## config.mk

```make
export PLATFORM = sky130hd
export DESIGN_NAME = div_frac_top
export DESIGN_NICKNAME = d
export VERILOG_FILES = /design/src/div_frac_size_pkg.sv /design/src/div_frac_msg_pkg.sv /design/src/div_frac_top.sv /design/src/div_frac_iter.sv /design/src/div_frac_fifo.sv /design/src/div_frac_norm.sv
export SDC_FILE = /design/constraint.sdc
export NUM_CORES = 1
export LEC_CHECK = 0
export ABC_AREA = 0
export BUFFER_PORTS_ARGS = -buffer_cell sky130_fd_sc_hd__buf_2
export CORE_ASPECT_RATIO = 1.5
export CORE_MARGIN = 1.5
export CORE_UTILIZATION = 30
export DETAILED_ROUTE_END_ITERATION = 6
export GPL_ROUTABILITY_DRIVEN = 0
export PLACE_DENSITY = 0.48
export SLEW_MARGIN = 25
export SYNTH_ARGS = -nofsm -noshare
export SYNTH_HDL_FRONTEND = slang
export SYNTH_SLANG_ARGS = --single-unit
```

## constraint.sdc

```tcl
create_clock -name rclk -period 17.55 [get_ports rclk]
set_input_delay 1.755 -clock rclk [delete_from_list [all_inputs] [get_ports rclk]]
set_output_delay 1.755 -clock rclk [all_outputs]
set_load 0.1 [all_outputs]
```

## src/div_frac_size_pkg.sv

```systemverilog
// width and iteration count constants for the divide fraction datapath
package div_frac_size_pkg;

	//////////////////////////////
	// field and register widths
	//////////////////////////////

	localparam int FRAC_W  = 52;		// operand fraction field
	localparam int MANT_W  = 53;		// mantissa incl hidden bit
	localparam int REM_W   = MANT_W + 1;	// partial remainder, one guard bit
	localparam int QUO_W   = 55;		// quotient register
	localparam int CNT_W   = 6;		// normalize shift count
	localparam int SNG_LSB = 29;		// lowest field bit used by single

	//////////////////////////////
	// iteration control
	//////////////////////////////

	localparam int ITER_DBL  = 55;			// quotient bits, double
	localparam int ITER_SNG  = 26;			// quotient bits, single
	localparam int ITER_W    = 6;			// iteration counter width
	localparam int SNG_ALIGN = QUO_W - ITER_SNG;	// left align of single quotient

	// decoupling buffers
	localparam int BUF_DEPTH = 2;		// entries per buffer

endpackage
```

## src/div_frac_msg_pkg.sv

```systemverilog
// request, normalized operand and result message structs of the divide fraction datapath
package div_frac_msg_pkg;
	import div_frac_size_pkg::*;

	//////////////////////////////
	// operand request
	//////////////////////////////

	typedef struct packed {
		logic [FRAC_W-1:0]	frac_in1;	// dividend fraction field
		logic [FRAC_W-1:0]	frac_in2;	// divisor fraction field
		logic			dnrm_in1;	// dividend is denormal
		logic			dnrm_in2;	// divisor is denormal
		logic			dblop;		// 1 double, 0 single
	} div_req_t;

	//////////////////////////////
	// normalized operands
	//////////////////////////////

	typedef struct packed {
		logic [MANT_W-1:0]	mant_in1;	// top bit always set
		logic [MANT_W-1:0]	mant_in2;
		logic [CNT_W-1:0]	shl_in1;	// left shift applied to in1
		logic [CNT_W-1:0]	shl_in2;	// left shift applied to in2
		logic			dblop;
	} div_norm_t;

	//////////////////////////////
	// divide result
	//////////////////////////////

	typedef struct packed {
		logic [QUO_W-1:0]	quo;		// left aligned quotient
		logic			sticky;		// nonzero final remainder
		logic [CNT_W-1:0]	shl_in1;	// passed through for exponent fixup
		logic [CNT_W-1:0]	shl_in2;
		logic			dblop;
	} div_res_t;

endpackage

```

## src/div_frac_top.sv

```systemverilog
// divide fraction subsystem top with normalizer, request buffer, divider and result buffer
module div_frac_top
	import div_frac_size_pkg::*, div_frac_msg_pkg::*;
(
	input  logic		i_rst,
	input  logic		rclk,
	input  logic		i_req_valid,
	input  div_req_t	i_req,
	output logic		o_req_ready,
	output logic		o_res_valid,
	output div_res_t	o_res,
	input  logic		i_res_ready
);

	logic		norm_valid;	// normalizer to request buffer
	logic		norm_ready;
	div_norm_t	norm;
	logic		buf_valid;	// request buffer to divider
	logic		buf_ready;
	div_norm_t	buf_norm;
	logic		res_valid;	// divider to result buffer
	logic		res_ready;
	div_res_t	res;

	div_frac_norm u_norm (
		.i_rst(i_rst), .rclk(rclk),
		.i_req_valid(i_req_valid), .i_req(i_req), .o_req_ready(o_req_ready),
		.o_norm_valid(norm_valid), .o_norm(norm), .i_norm_ready(norm_ready)
	);

	div_frac_fifo #(.T(div_norm_t), .DEPTH(BUF_DEPTH)) u_req_buf (
		.i_rst(i_rst), .rclk(rclk),
		.i_valid(norm_valid), .i_data(norm), .o_ready(norm_ready),
		.o_valid(buf_valid), .o_data(buf_norm), .i_ready(buf_ready)
	);

	div_frac_iter u_iter (
		.i_rst(i_rst), .rclk(rclk),
		.i_norm_valid(buf_valid), .i_norm(buf_norm), .o_norm_ready(buf_ready),
		.o_res_valid(res_valid), .o_res(res), .i_res_ready(res_ready)
	);

	div_frac_fifo #(.T(div_res_t), .DEPTH(BUF_DEPTH)) u_res_buf (
		.i_rst(i_rst), .rclk(rclk),
		.i_valid(res_valid), .i_data(res), .o_ready(res_ready),
		.o_valid(o_res_valid), .o_data(o_res), .i_ready(i_res_ready)
	);

endmodule

```

## src/div_frac_iter.sv

```systemverilog
// restoring divide engine, one quotient bit per cycle, with sticky and shift passthrough
module div_frac_iter
	import div_frac_size_pkg::*, div_frac_msg_pkg::*;
(
	input  logic		i_rst,
	input  logic		rclk,
	input  logic		i_norm_valid,
	input  div_norm_t	i_norm,
	output logic		o_norm_ready,
	output logic		o_res_valid,
	output div_res_t	o_res,
	input  logic		i_res_ready
);

	typedef enum logic [1:0] {
		S_IDLE,		// waiting for operands
		S_RUN,		// one quotient bit per cycle
		S_PRES,		// align and register result
		S_OUT		// result offered downstream
	} state_t;

	state_t			state;
	logic [ITER_W-1:0]	iter_cnt;	// iterations left
	div_norm_t		op;		// held operands and shifts
	logic [REM_W-1:0]	rem;		// partial remainder
	logic [QUO_W-1:0]	quo;		// right filled quotient
	logic [REM_W-1:0]	rem_sub;
	logic			q_bit;
	logic [QUO_W-1:0]	quo_algn;

	//////////////////////////////
	// compare and subtract
	//////////////////////////////

	assign q_bit    = (rem >= {1'b0, op.mant_in2});	// remainder not smaller
	assign rem_sub  = rem - {1'b0, op.mant_in2};
	assign quo_algn = op.dblop ? quo : quo << SNG_ALIGN;

	assign o_norm_ready = (state == S_IDLE);	// busy until result taken
	assign o_res_valid  = (state == S_OUT);

	//////////////////////////////
	// control FSM
	//////////////////////////////

	always_ff @(posedge rclk) begin
		if (i_rst) begin
			state    <= S_IDLE;
			iter_cnt <= '0;
		end else begin
			case (state)
				S_IDLE: begin
					if (i_norm_valid) begin
						state    <= S_RUN;
						iter_cnt <= i_norm.dblop ? ITER_W'(ITER_DBL)
									 : ITER_W'(ITER_SNG);
					end
				end
				S_RUN: begin
					iter_cnt <= iter_cnt - 1'b1;
					if (iter_cnt == ITER_W'(1))
						state <= S_PRES;	// last bit this edge
				end
				S_PRES: begin
					state <= S_OUT;
				end
				S_OUT: begin
					if (i_res_ready)
						state <= S_IDLE;
				end
				default: begin
					state <= S_IDLE;
				end
			endcase
		end
	end

	//////////////////////////////
	// datapath registers
	//////////////////////////////

	always_ff @(posedge rclk) begin
		case (state)
			S_IDLE: begin
				if (i_norm_valid) begin
					op  <= i_norm;
					rem <= {1'b0, i_norm.mant_in1};	// dividend
					quo <= '0;
				end
			end
			S_RUN: begin
				quo <= {quo[QUO_W-2:0], q_bit};
				rem <= (q_bit ? rem_sub : rem) << 1;	// restore or keep, then double
			end
			S_PRES: begin
				o_res.quo     <= quo_algn;
				o_res.sticky  <= |rem;		// inexact
				o_res.shl_in1 <= op.shl_in1;
				o_res.shl_in2 <= op.shl_in2;
				o_res.dblop   <= op.dblop;
			end
			default: begin
				o_res <= o_res;			// hold while offered
			end
		endcase
	end

endmodule

```

## src/div_frac_fifo.sv

```systemverilog
// valid/ready circular buffer FIFO with a type parameter for its payload
module div_frac_fifo #(
	parameter type	T     = logic,
	parameter int	DEPTH = 2
) (
	input  logic	i_rst,
	input  logic	rclk,
	input  logic	i_valid,
	input  T	i_data,
	output logic	o_ready,
	output logic	o_valid,
	output T	o_data,
	input  logic	i_ready
);

	localparam int PTR_W = (DEPTH > 1) ? $clog2(DEPTH) : 1;
	localparam int OCC_W = $clog2(DEPTH + 1);

	// wrap at DEPTH, any depth allowed
	function automatic logic [PTR_W-1:0] ptr_inc(input logic [PTR_W-1:0] p);
		return (p == PTR_W'(DEPTH - 1)) ? '0 : p + 1'b1;
	endfunction

	T			mem [DEPTH];	// entry storage
	logic [PTR_W-1:0]	wr_ptr;
	logic [PTR_W-1:0]	rd_ptr;
	logic [OCC_W-1:0]	occ;		// entries held
	logic			full;
	logic			push;
	logic			pop;

	assign full    = (occ == OCC_W'(DEPTH));
	assign o_ready = ~full | i_ready;	// full but draining still accepts
	assign o_valid = (occ != '0);
	assign o_data  = mem[rd_ptr];
	assign push    = i_valid & o_ready;
	assign pop     = o_valid & i_ready;

	always_ff @(posedge rclk) begin
		if (i_rst) begin
			wr_ptr <= '0;
			rd_ptr <= '0;
			occ    <= '0;
		end else begin
			if (push)
				wr_ptr <= ptr_inc(wr_ptr);
			if (pop)
				rd_ptr <= ptr_inc(rd_ptr);
			if (push && !pop)
				occ <= occ + 1'b1;
			else if (pop && !push)
				occ <= occ - 1'b1;
		end
	end

	always_ff @(posedge rclk) begin
		if (push)
			mem[wr_ptr] <= i_data;	// visible next cycle
	end

endmodule

```

## src/div_frac_norm.sv

```systemverilog
// two stage operand normalizer with hidden bit restore, leading zero count and left shift
module div_frac_norm
	import div_frac_size_pkg::*, div_frac_msg_pkg::*;
(
	input  logic		i_rst,
	input  logic		rclk,
	input  logic		i_req_valid,
	input  div_req_t	i_req,
	output logic		o_req_ready,
	output logic		o_norm_valid,
	output div_norm_t	o_norm,
	input  logic		i_norm_ready
);

	// builds the pre-shift mantissa from a field
	function automatic logic [MANT_W-1:0] form_mant(
		input logic [FRAC_W-1:0]	frac,
		input logic			dnrm,
		input logic			dblop
	);
		logic [FRAC_W-1:0] fld;		// field as the precision sees it
		fld = dblop ? frac : {frac[FRAC_W-1:SNG_LSB], {SNG_LSB{1'b0}}};
		return {~dnrm, fld};		// denormal keeps hidden bit clear
	endfunction

	// leading zero count, highest set bit wins
	function automatic logic [CNT_W-1:0] lead0(input logic [MANT_W-1:0] m);
		logic [CNT_W-1:0] cnt;
		cnt = '0;
		for (int i = 0; i < MANT_W; i++) begin
			if (m[i])
				cnt = CNT_W'(MANT_W - 1 - i);
		end
		return cnt;
	endfunction

	logic			s1_valid;	// stage one full
	logic			s2_valid;	// stage two full
	logic			s1_take;	// request accepted
	logic			s2_take;	// stage two can load
	logic [MANT_W-1:0]	mant1_in;
	logic [MANT_W-1:0]	mant2_in;
	logic [MANT_W-1:0]	s1_mant1;	// pre-shift dividend
	logic [MANT_W-1:0]	s1_mant2;	// pre-shift divisor
	logic [CNT_W-1:0]	s1_lz1;
	logic [CNT_W-1:0]	s1_lz2;
	logic			s1_dblop;

	assign mant1_in = form_mant(i_req.frac_in1, i_req.dnrm_in1, i_req.dblop);
	assign mant2_in = form_mant(i_req.frac_in2, i_req.dnrm_in2, i_req.dblop);

	//////////////////////////////
	// pipeline handshake
	//////////////////////////////

	assign s2_take      = ~s2_valid | i_norm_ready;	// empty or draining
	assign o_req_ready  = ~s1_valid | s2_take;
	assign s1_take      = i_req_valid & o_req_ready;
	assign o_norm_valid = s2_valid;

	always_ff @(posedge rclk) begin
		if (i_rst) begin
			s1_valid <= 1'b0;
			s2_valid <= 1'b0;
		end else begin
			if (o_req_ready)
				s1_valid <= i_req_valid;	// load or bubble
			if (s2_take)
				s2_valid <= s1_valid;
		end
	end

	//////////////////////////////
	// stage payloads
	//////////////////////////////

	always_ff @(posedge rclk) begin
		if (s1_take) begin
			s1_mant1 <= mant1_in;
			s1_mant2 <= mant2_in;
			s1_lz1   <= lead0(mant1_in);	// zero for normals
			s1_lz2   <= lead0(mant2_in);
			s1_dblop <= i_req.dblop;
		end
		if (s1_valid && s2_take) begin
			o_norm.mant_in1 <= s1_mant1 << s1_lz1;	// top bit now set
			o_norm.mant_in2 <= s1_mant2 << s1_lz2;
			o_norm.shl_in1  <= s1_lz1;
			o_norm.shl_in2  <= s1_lz2;
			o_norm.dblop    <= s1_dblop;
		end
	end

endmodule

```

# Word-level counts from Yosys, hierarchy flattened
# Memories as Yosys holds them, arrays and structs flattened. A register that Yosys moved wholly into a read port is not among the register bits.
# Cells that the tools add are included.
[totals]
reg_bits = 500
ram_bits = 376
in_bits = 111
elab_cells = 245
n_memories = 2
[op_classes]
add_sub_neg = 10
order_cmp = 1
eq_ne = 9
shifts = 2
n_mux = 135
bitwise = 15
n_reduce_logical = 29
[memory_table]
columns = ["name", "depth", "word_bits", "read_ports", "rd_ports_with_merged_regs", "write_ports", "line_no", "text"]
rows = [
  ["u_req_buf.mem", 2, 119, 1, 1, 1, "div_frac_fifo.sv:24", "T mem [DEPTH];"],
  ["u_res_buf.mem", 2, 69, 1, 1, 1, "div_frac_fifo.sv:24", ""],
]
[ops]
columns = ["cell", "count"]
rows = [
  ["2-to-1 mux 6 bit", 44],
  ["2-to-1 mux 5 bit", 32],
  ["2-to-1 mux 55 bit", 2],
  ["one-hot mux 55 bit (2 select lines)", 1],
  ["one-hot mux 54 bit (2 select lines)", 1],
  ["left shift 53 x 6 -> 53 bit", 2],
  ["2-to-1 mux 4 bit", 16],
  ["OR reduction 32 bit", 2],
  ["2-to-1 mux 29 bit", 2],
  ["greater-or-equal comparator 54 x 53 -> 1 bit", 1],
  ["2-to-1 mux 54 bit", 1],
  ["OR reduction 54 bit", 1],
  ["2-to-1 mux 53 bit", 1],
  ["subtractor 53 bit", 1],
  ["OR reduction 16 bit", 2],
  ["2-to-1 mux 3 bit", 8],
  ["2-to-1 mux 2 bit", 11],
  ["OR reduction 8 bit", 2],
  ["2-to-1 mux 1 bit", 14],
  ["one-hot mux 6 bit (2 select lines)", 1],
  ["nonzero test 2 bit", 5],
  ["equality test 2 bit, second input constant", 4],
  ["one-hot mux 2 bit (4 select lines)", 1],
  ["OR reduction 4 bit", 2],
  ["17 further kinds", 44],
]

# Longest topological paths before layout
[logic_depth]
word_depth = 53
depth_mapped = 14
mapped_depth_nobuf = 13

# By module
# From an unflattened synthesis, not the netlist that was laid out.
[unflattened]
hier_cells = 3299
area_unflattened_um2 = 43146.4
[by_module_without_submodules]
columns = ["mod", "instances", "cells_per_inst", "area_each_um2"]
rows = [
  ["div_frac_norm", 1, 1442, 15801.4],
  ["div_frac_iter", 1, 1222, 13335.3],
  ["div_frac_fifo at u_req_buf", 1, 395, 8797.2],
  ["div_frac_fifo at u_res_buf", 1, 240, 5212.5],
]

# Worst setup path before layout
# No wires, ideal clock.
[synth_timing]
kind = "flip-flop to flip-flop"
from = "register u_iter.state[0]"
to = "register u_norm.o_norm[0] (netlist bit) (enable)"
setup_time_ns = 0.613
arrival_time_ns = 6.158
path_slack_ns = 10.780
stages_incl_launch_ff = 6
path_buffers = 0
period_less_slack_ns = 6.770
cell_sequence = "dfxtp_1 inv_1 ha_1 nor2_1 and3_1 nor2b_1"
[synth_via]
elab_chain_len = 4
[synth_lines]
columns = ["item", "line_no", "text"]
rows = [
  ["start: declaration", "div_frac_iter.sv:22", "state_t state;"],
  ["start signal: assignment", "div_frac_iter.sv:48", "state <= S_IDLE;"],
  ["start signal: assignment", "div_frac_iter.sv:54", "state <= S_RUN;"],
  ["start signal: assignment", "div_frac_iter.sv:62", "state <= S_PRES;"],
  ["zero test 2 bit", "div_frac_iter.sv:39", "assign o_norm_ready = (state == S_IDLE);"],
  ["bitwise OR 1 bit", "div_frac_fifo.sv:33", "assign o_ready = ~full | i_ready;"],
  ["bitwise OR 1 bit", "div_frac_norm.sv:56", "assign s2_take = ~s2_valid | i_norm_ready;"],
  ["logical AND 1 bit", "div_frac_norm.sv:85", "if (s1_valid && s2_take) begin"],
  ["end: declaration", "div_frac_norm.sv:11", "output div_norm_t o_norm,"],
]
# No other way between the ends.
# A chain may end at the register's enable or synchronous reset.

==> reports/metrics.cfg <==
[synthesis]
yosysWarningCount = 0
ys_seq_area_frac = 0.628
synthFlopType = edfxtp_1
avgSynthCellArea_um2 = 13.0
synth.distinct_cells = 77
synth_cells = 3210
synth-seq-cells = 878
syn_area_um2 = 41700
synth_nets = 3383
async_flop_share = 0
synth_edf_count = 858

[floorplanning]
num_rows = 167
die_width_um = 307
die_area_um2 = 141000
initial_core_util = 0.302
coreArea_um2 = 138000
die_h_um = 459
pin_count = 182

[sta]
skew_ns = 0.0423
fmax_mhz = 224
finalHoldViolCount = 0
finalSetupViolCount = 0
fin_ws_ns = 13.08
report.final.slew_viol_count = 0
period_share = 0.255
hold_ws_ns = 0.418
finalSetupTns_ns = 0
period_minus_slack_ns = 4.47
rsz0062_at_grt = false
tightest_slew_ns = 1.04
maxSlewHeadroom = 0.302

[placement]
io_buffers = 181
place_ws_ns = 13.17
hpwl_mm = 72.8

[worst_setup_path]
endpoint_kind = output port
worst-r2r-setup-slack_ns = 13.21
crit_required_ns = 15.79
critPathCapture = o_res[13]
crit_chain = buf_4 -> mux2_2 -> buf_2
path_buf_inv = 2
ff2ff_path_depth = 11
r2r-start = u_iter.rem[15]
crit_family = buffers and inverters
startpoint_type = register
cp.arrival_ns = 2.72
cp.depth = 3
cp_slowest_cell = buf_4
crit_path_max_incr_delay_ns = 0.63
path_class = register to output port
path_max_fanout = 49
r2r-end = u_iter.rem[40]

[global_route]
track_usage = 0.144
antenna_found_initial = 2
grt_pass1_wl_mm = 155
grt_pass1_vias = 25700
grt_start_max_net_pins = 103
overflow = 0

[routing]
wl_per_cell_um = 19.8
vias_per_cell = 4.92
dr.pass1.iters = 5
routed_wl_mm = 103
via_count = 25600
drc = 0
ant_nets = 0
drt_iter0_drc = 1552

[power_and_ir_drop]
vdd.ir_drop.worst_mv = 0.0828
p_per_area_nw_per_um2 = 163
leakage_nw = 16.5

[hold_path]
whs_path_depth = 0
hp-class = register to register

[clock_tree]
clk_pin_slew_ns = 0.06
htree_levels = 3
ctsHoldBuffers = 0
cts_buffer_depth = 3
cts_buffers = 86
insertion_delay_ns = 0.71
clock-sinks = 878
post_cts_buffers = 0
cts_resized = 0
cts_tree = built
cts_root_buf = clkbuf_16

[cells_and_area]
area_delta_synth_final_pct = 13.5
layout-drive-gt1-share = 0.187
final_cell_mix = edfxtp_1, nand2_1, nor2_1
final_common_cell = edfxtp_1
nets = 3521
fin_util = 0.343

[flow_run]
cap_violations = 0

[status]
status = complete, no violations

==> power by group <==
group | switching, mW | internal (mW)
sequential | 0.215 | 2.84
clock | 0.821 | 1.03
combinational | 1.88 | 0.905
total | 2.91 | 4.78
==> per-layer routing <==
metal,wire length [µm],GRT usage,share of wire
met1,40400,0.160,0.39
met2,53200,0.260,0.52
met3,3250,0.0200,0.032
met4,5740,0.0832,0.056
met5,0,0,0
==> final cells by class <==
type,count,area [µm²]
antenna,1,2.50
timing repair buffer,223,1230
sequential,878,26200
tap,1774,2220
clock buffer,98,2200
multi-input combinational,2043,14500
clock inverter,57,588
inverter,116,438
fill,13600,90600
==> cells by family (layout without fill, tap and decap cells) <==
family | count (synthesis) | count (layout) | share of synthesized area
xor gates and xnor gates | 48 | 48 | 0.0101
muxes | 350 | 350 | 0.113
AOI/OAI and AO/OA | 616 | 616 | 0.0928
other | 0 | 1 | 0
adders and majority gates | 62 | 62 | 0.0188
DFF | 878 | 878 | 0.628
buffers and inverters | 289 | 494 | 0.0267
and+or+nand+nor | 967 | 967 | 0.111
==> Yosys cell counts, drive strengths merged, types with 11 or more instances <==
master | n | area share
edfxtp | 858 | 0.62
nand2 | 318 | 0.029
nor2 | 241 | 0.022
mux2 | 178 | 0.048
o21ai | 162 | 0.020
and2 | 161 | 0.024
a21oi | 151 | 0.018
clkbuf | 131 | 0.012
inv | 116 | 0.010
mux2i | 94 | 0.023
mux4 | 78 | 0.042
a211oi | 62 | 0.011
ha | 61 | 0.018
a31oi | 53 | 0.0080
nor2b | 47 | 0.0071
nor3 | 45 | 0.0054
buf | 42 | 0.0044
nand3 | 36 | 0.0043
nor4 | 35 | 0.0054
o22ai | 35 | 0.0053
o211ai | 31 | 0.0056
xnor2 | 25 | 0.0053
a21o | 23 | 0.0042
xor2 | 23 | 0.0048
dfxtp | 20 | 0.0096
nand2b | 17 | 0.0026
nand4 | 14 | 0.0021
o21bai | 14 | 0.0025
o21a | 11 | 0.0020
==> sequential cells by signal, indices dropped and copies added, names as in the netlist, 2 cells and up, named ones only <==
| signal | count |
|---|---|
| u_norm.s1_lz2 | 6 |
| u_res_buf.occ | 2 |
| u_iter.o_res | 69 |
| u_iter.state | 2 |
| u_res_buf.mem | 138 |
| u_req_buf.mem | 238 |
| u_iter.op | 66 |
| u_req_buf.occ | 2 |
| u_iter.iter_cnt | 6 |
| u_norm.s1_lz1 | 6 |
| u_norm.s1_mant2 | 53 |
| u_norm.s1_mant1 | 53 |
| u_iter.quo | 55 |
| u_norm.o_norm | 119 |
| u_iter.rem | 54 |
==> stage by stage <==
step | cells | power [mW] | area [µm²]
2_1_floorplan | 3210 | 5.13 | 41700
3_3_place_gp | 5034 | 5.92 | 44500
3_5_place_dp | 5034 | 5.93 | 44500
4_1_cts | 5189 | 7.81 | 47300
5_1_grt | 5190 | 8.14 | 47300
6_report | 5190 | 7.69 | 47300
==> worst min path at each step <==
stage                        startpoint                to  slack, ns
after floorplan           u_iter.op[10]  u_iter.o_res[10]       0.40
after global placement    u_iter.op[10]  u_iter.o_res[10]       0.41
after detailed placement   u_iter.op[5]   u_iter.o_res[5]       0.40
after CTS                  u_iter.op[5]   u_iter.o_res[5]       0.42
after global routing       u_iter.op[6]   u_iter.o_res[6]       0.42
final                      u_iter.op[5]   u_iter.o_res[5]       0.42
Note: power is estimated with default switching activity, not from simulation.
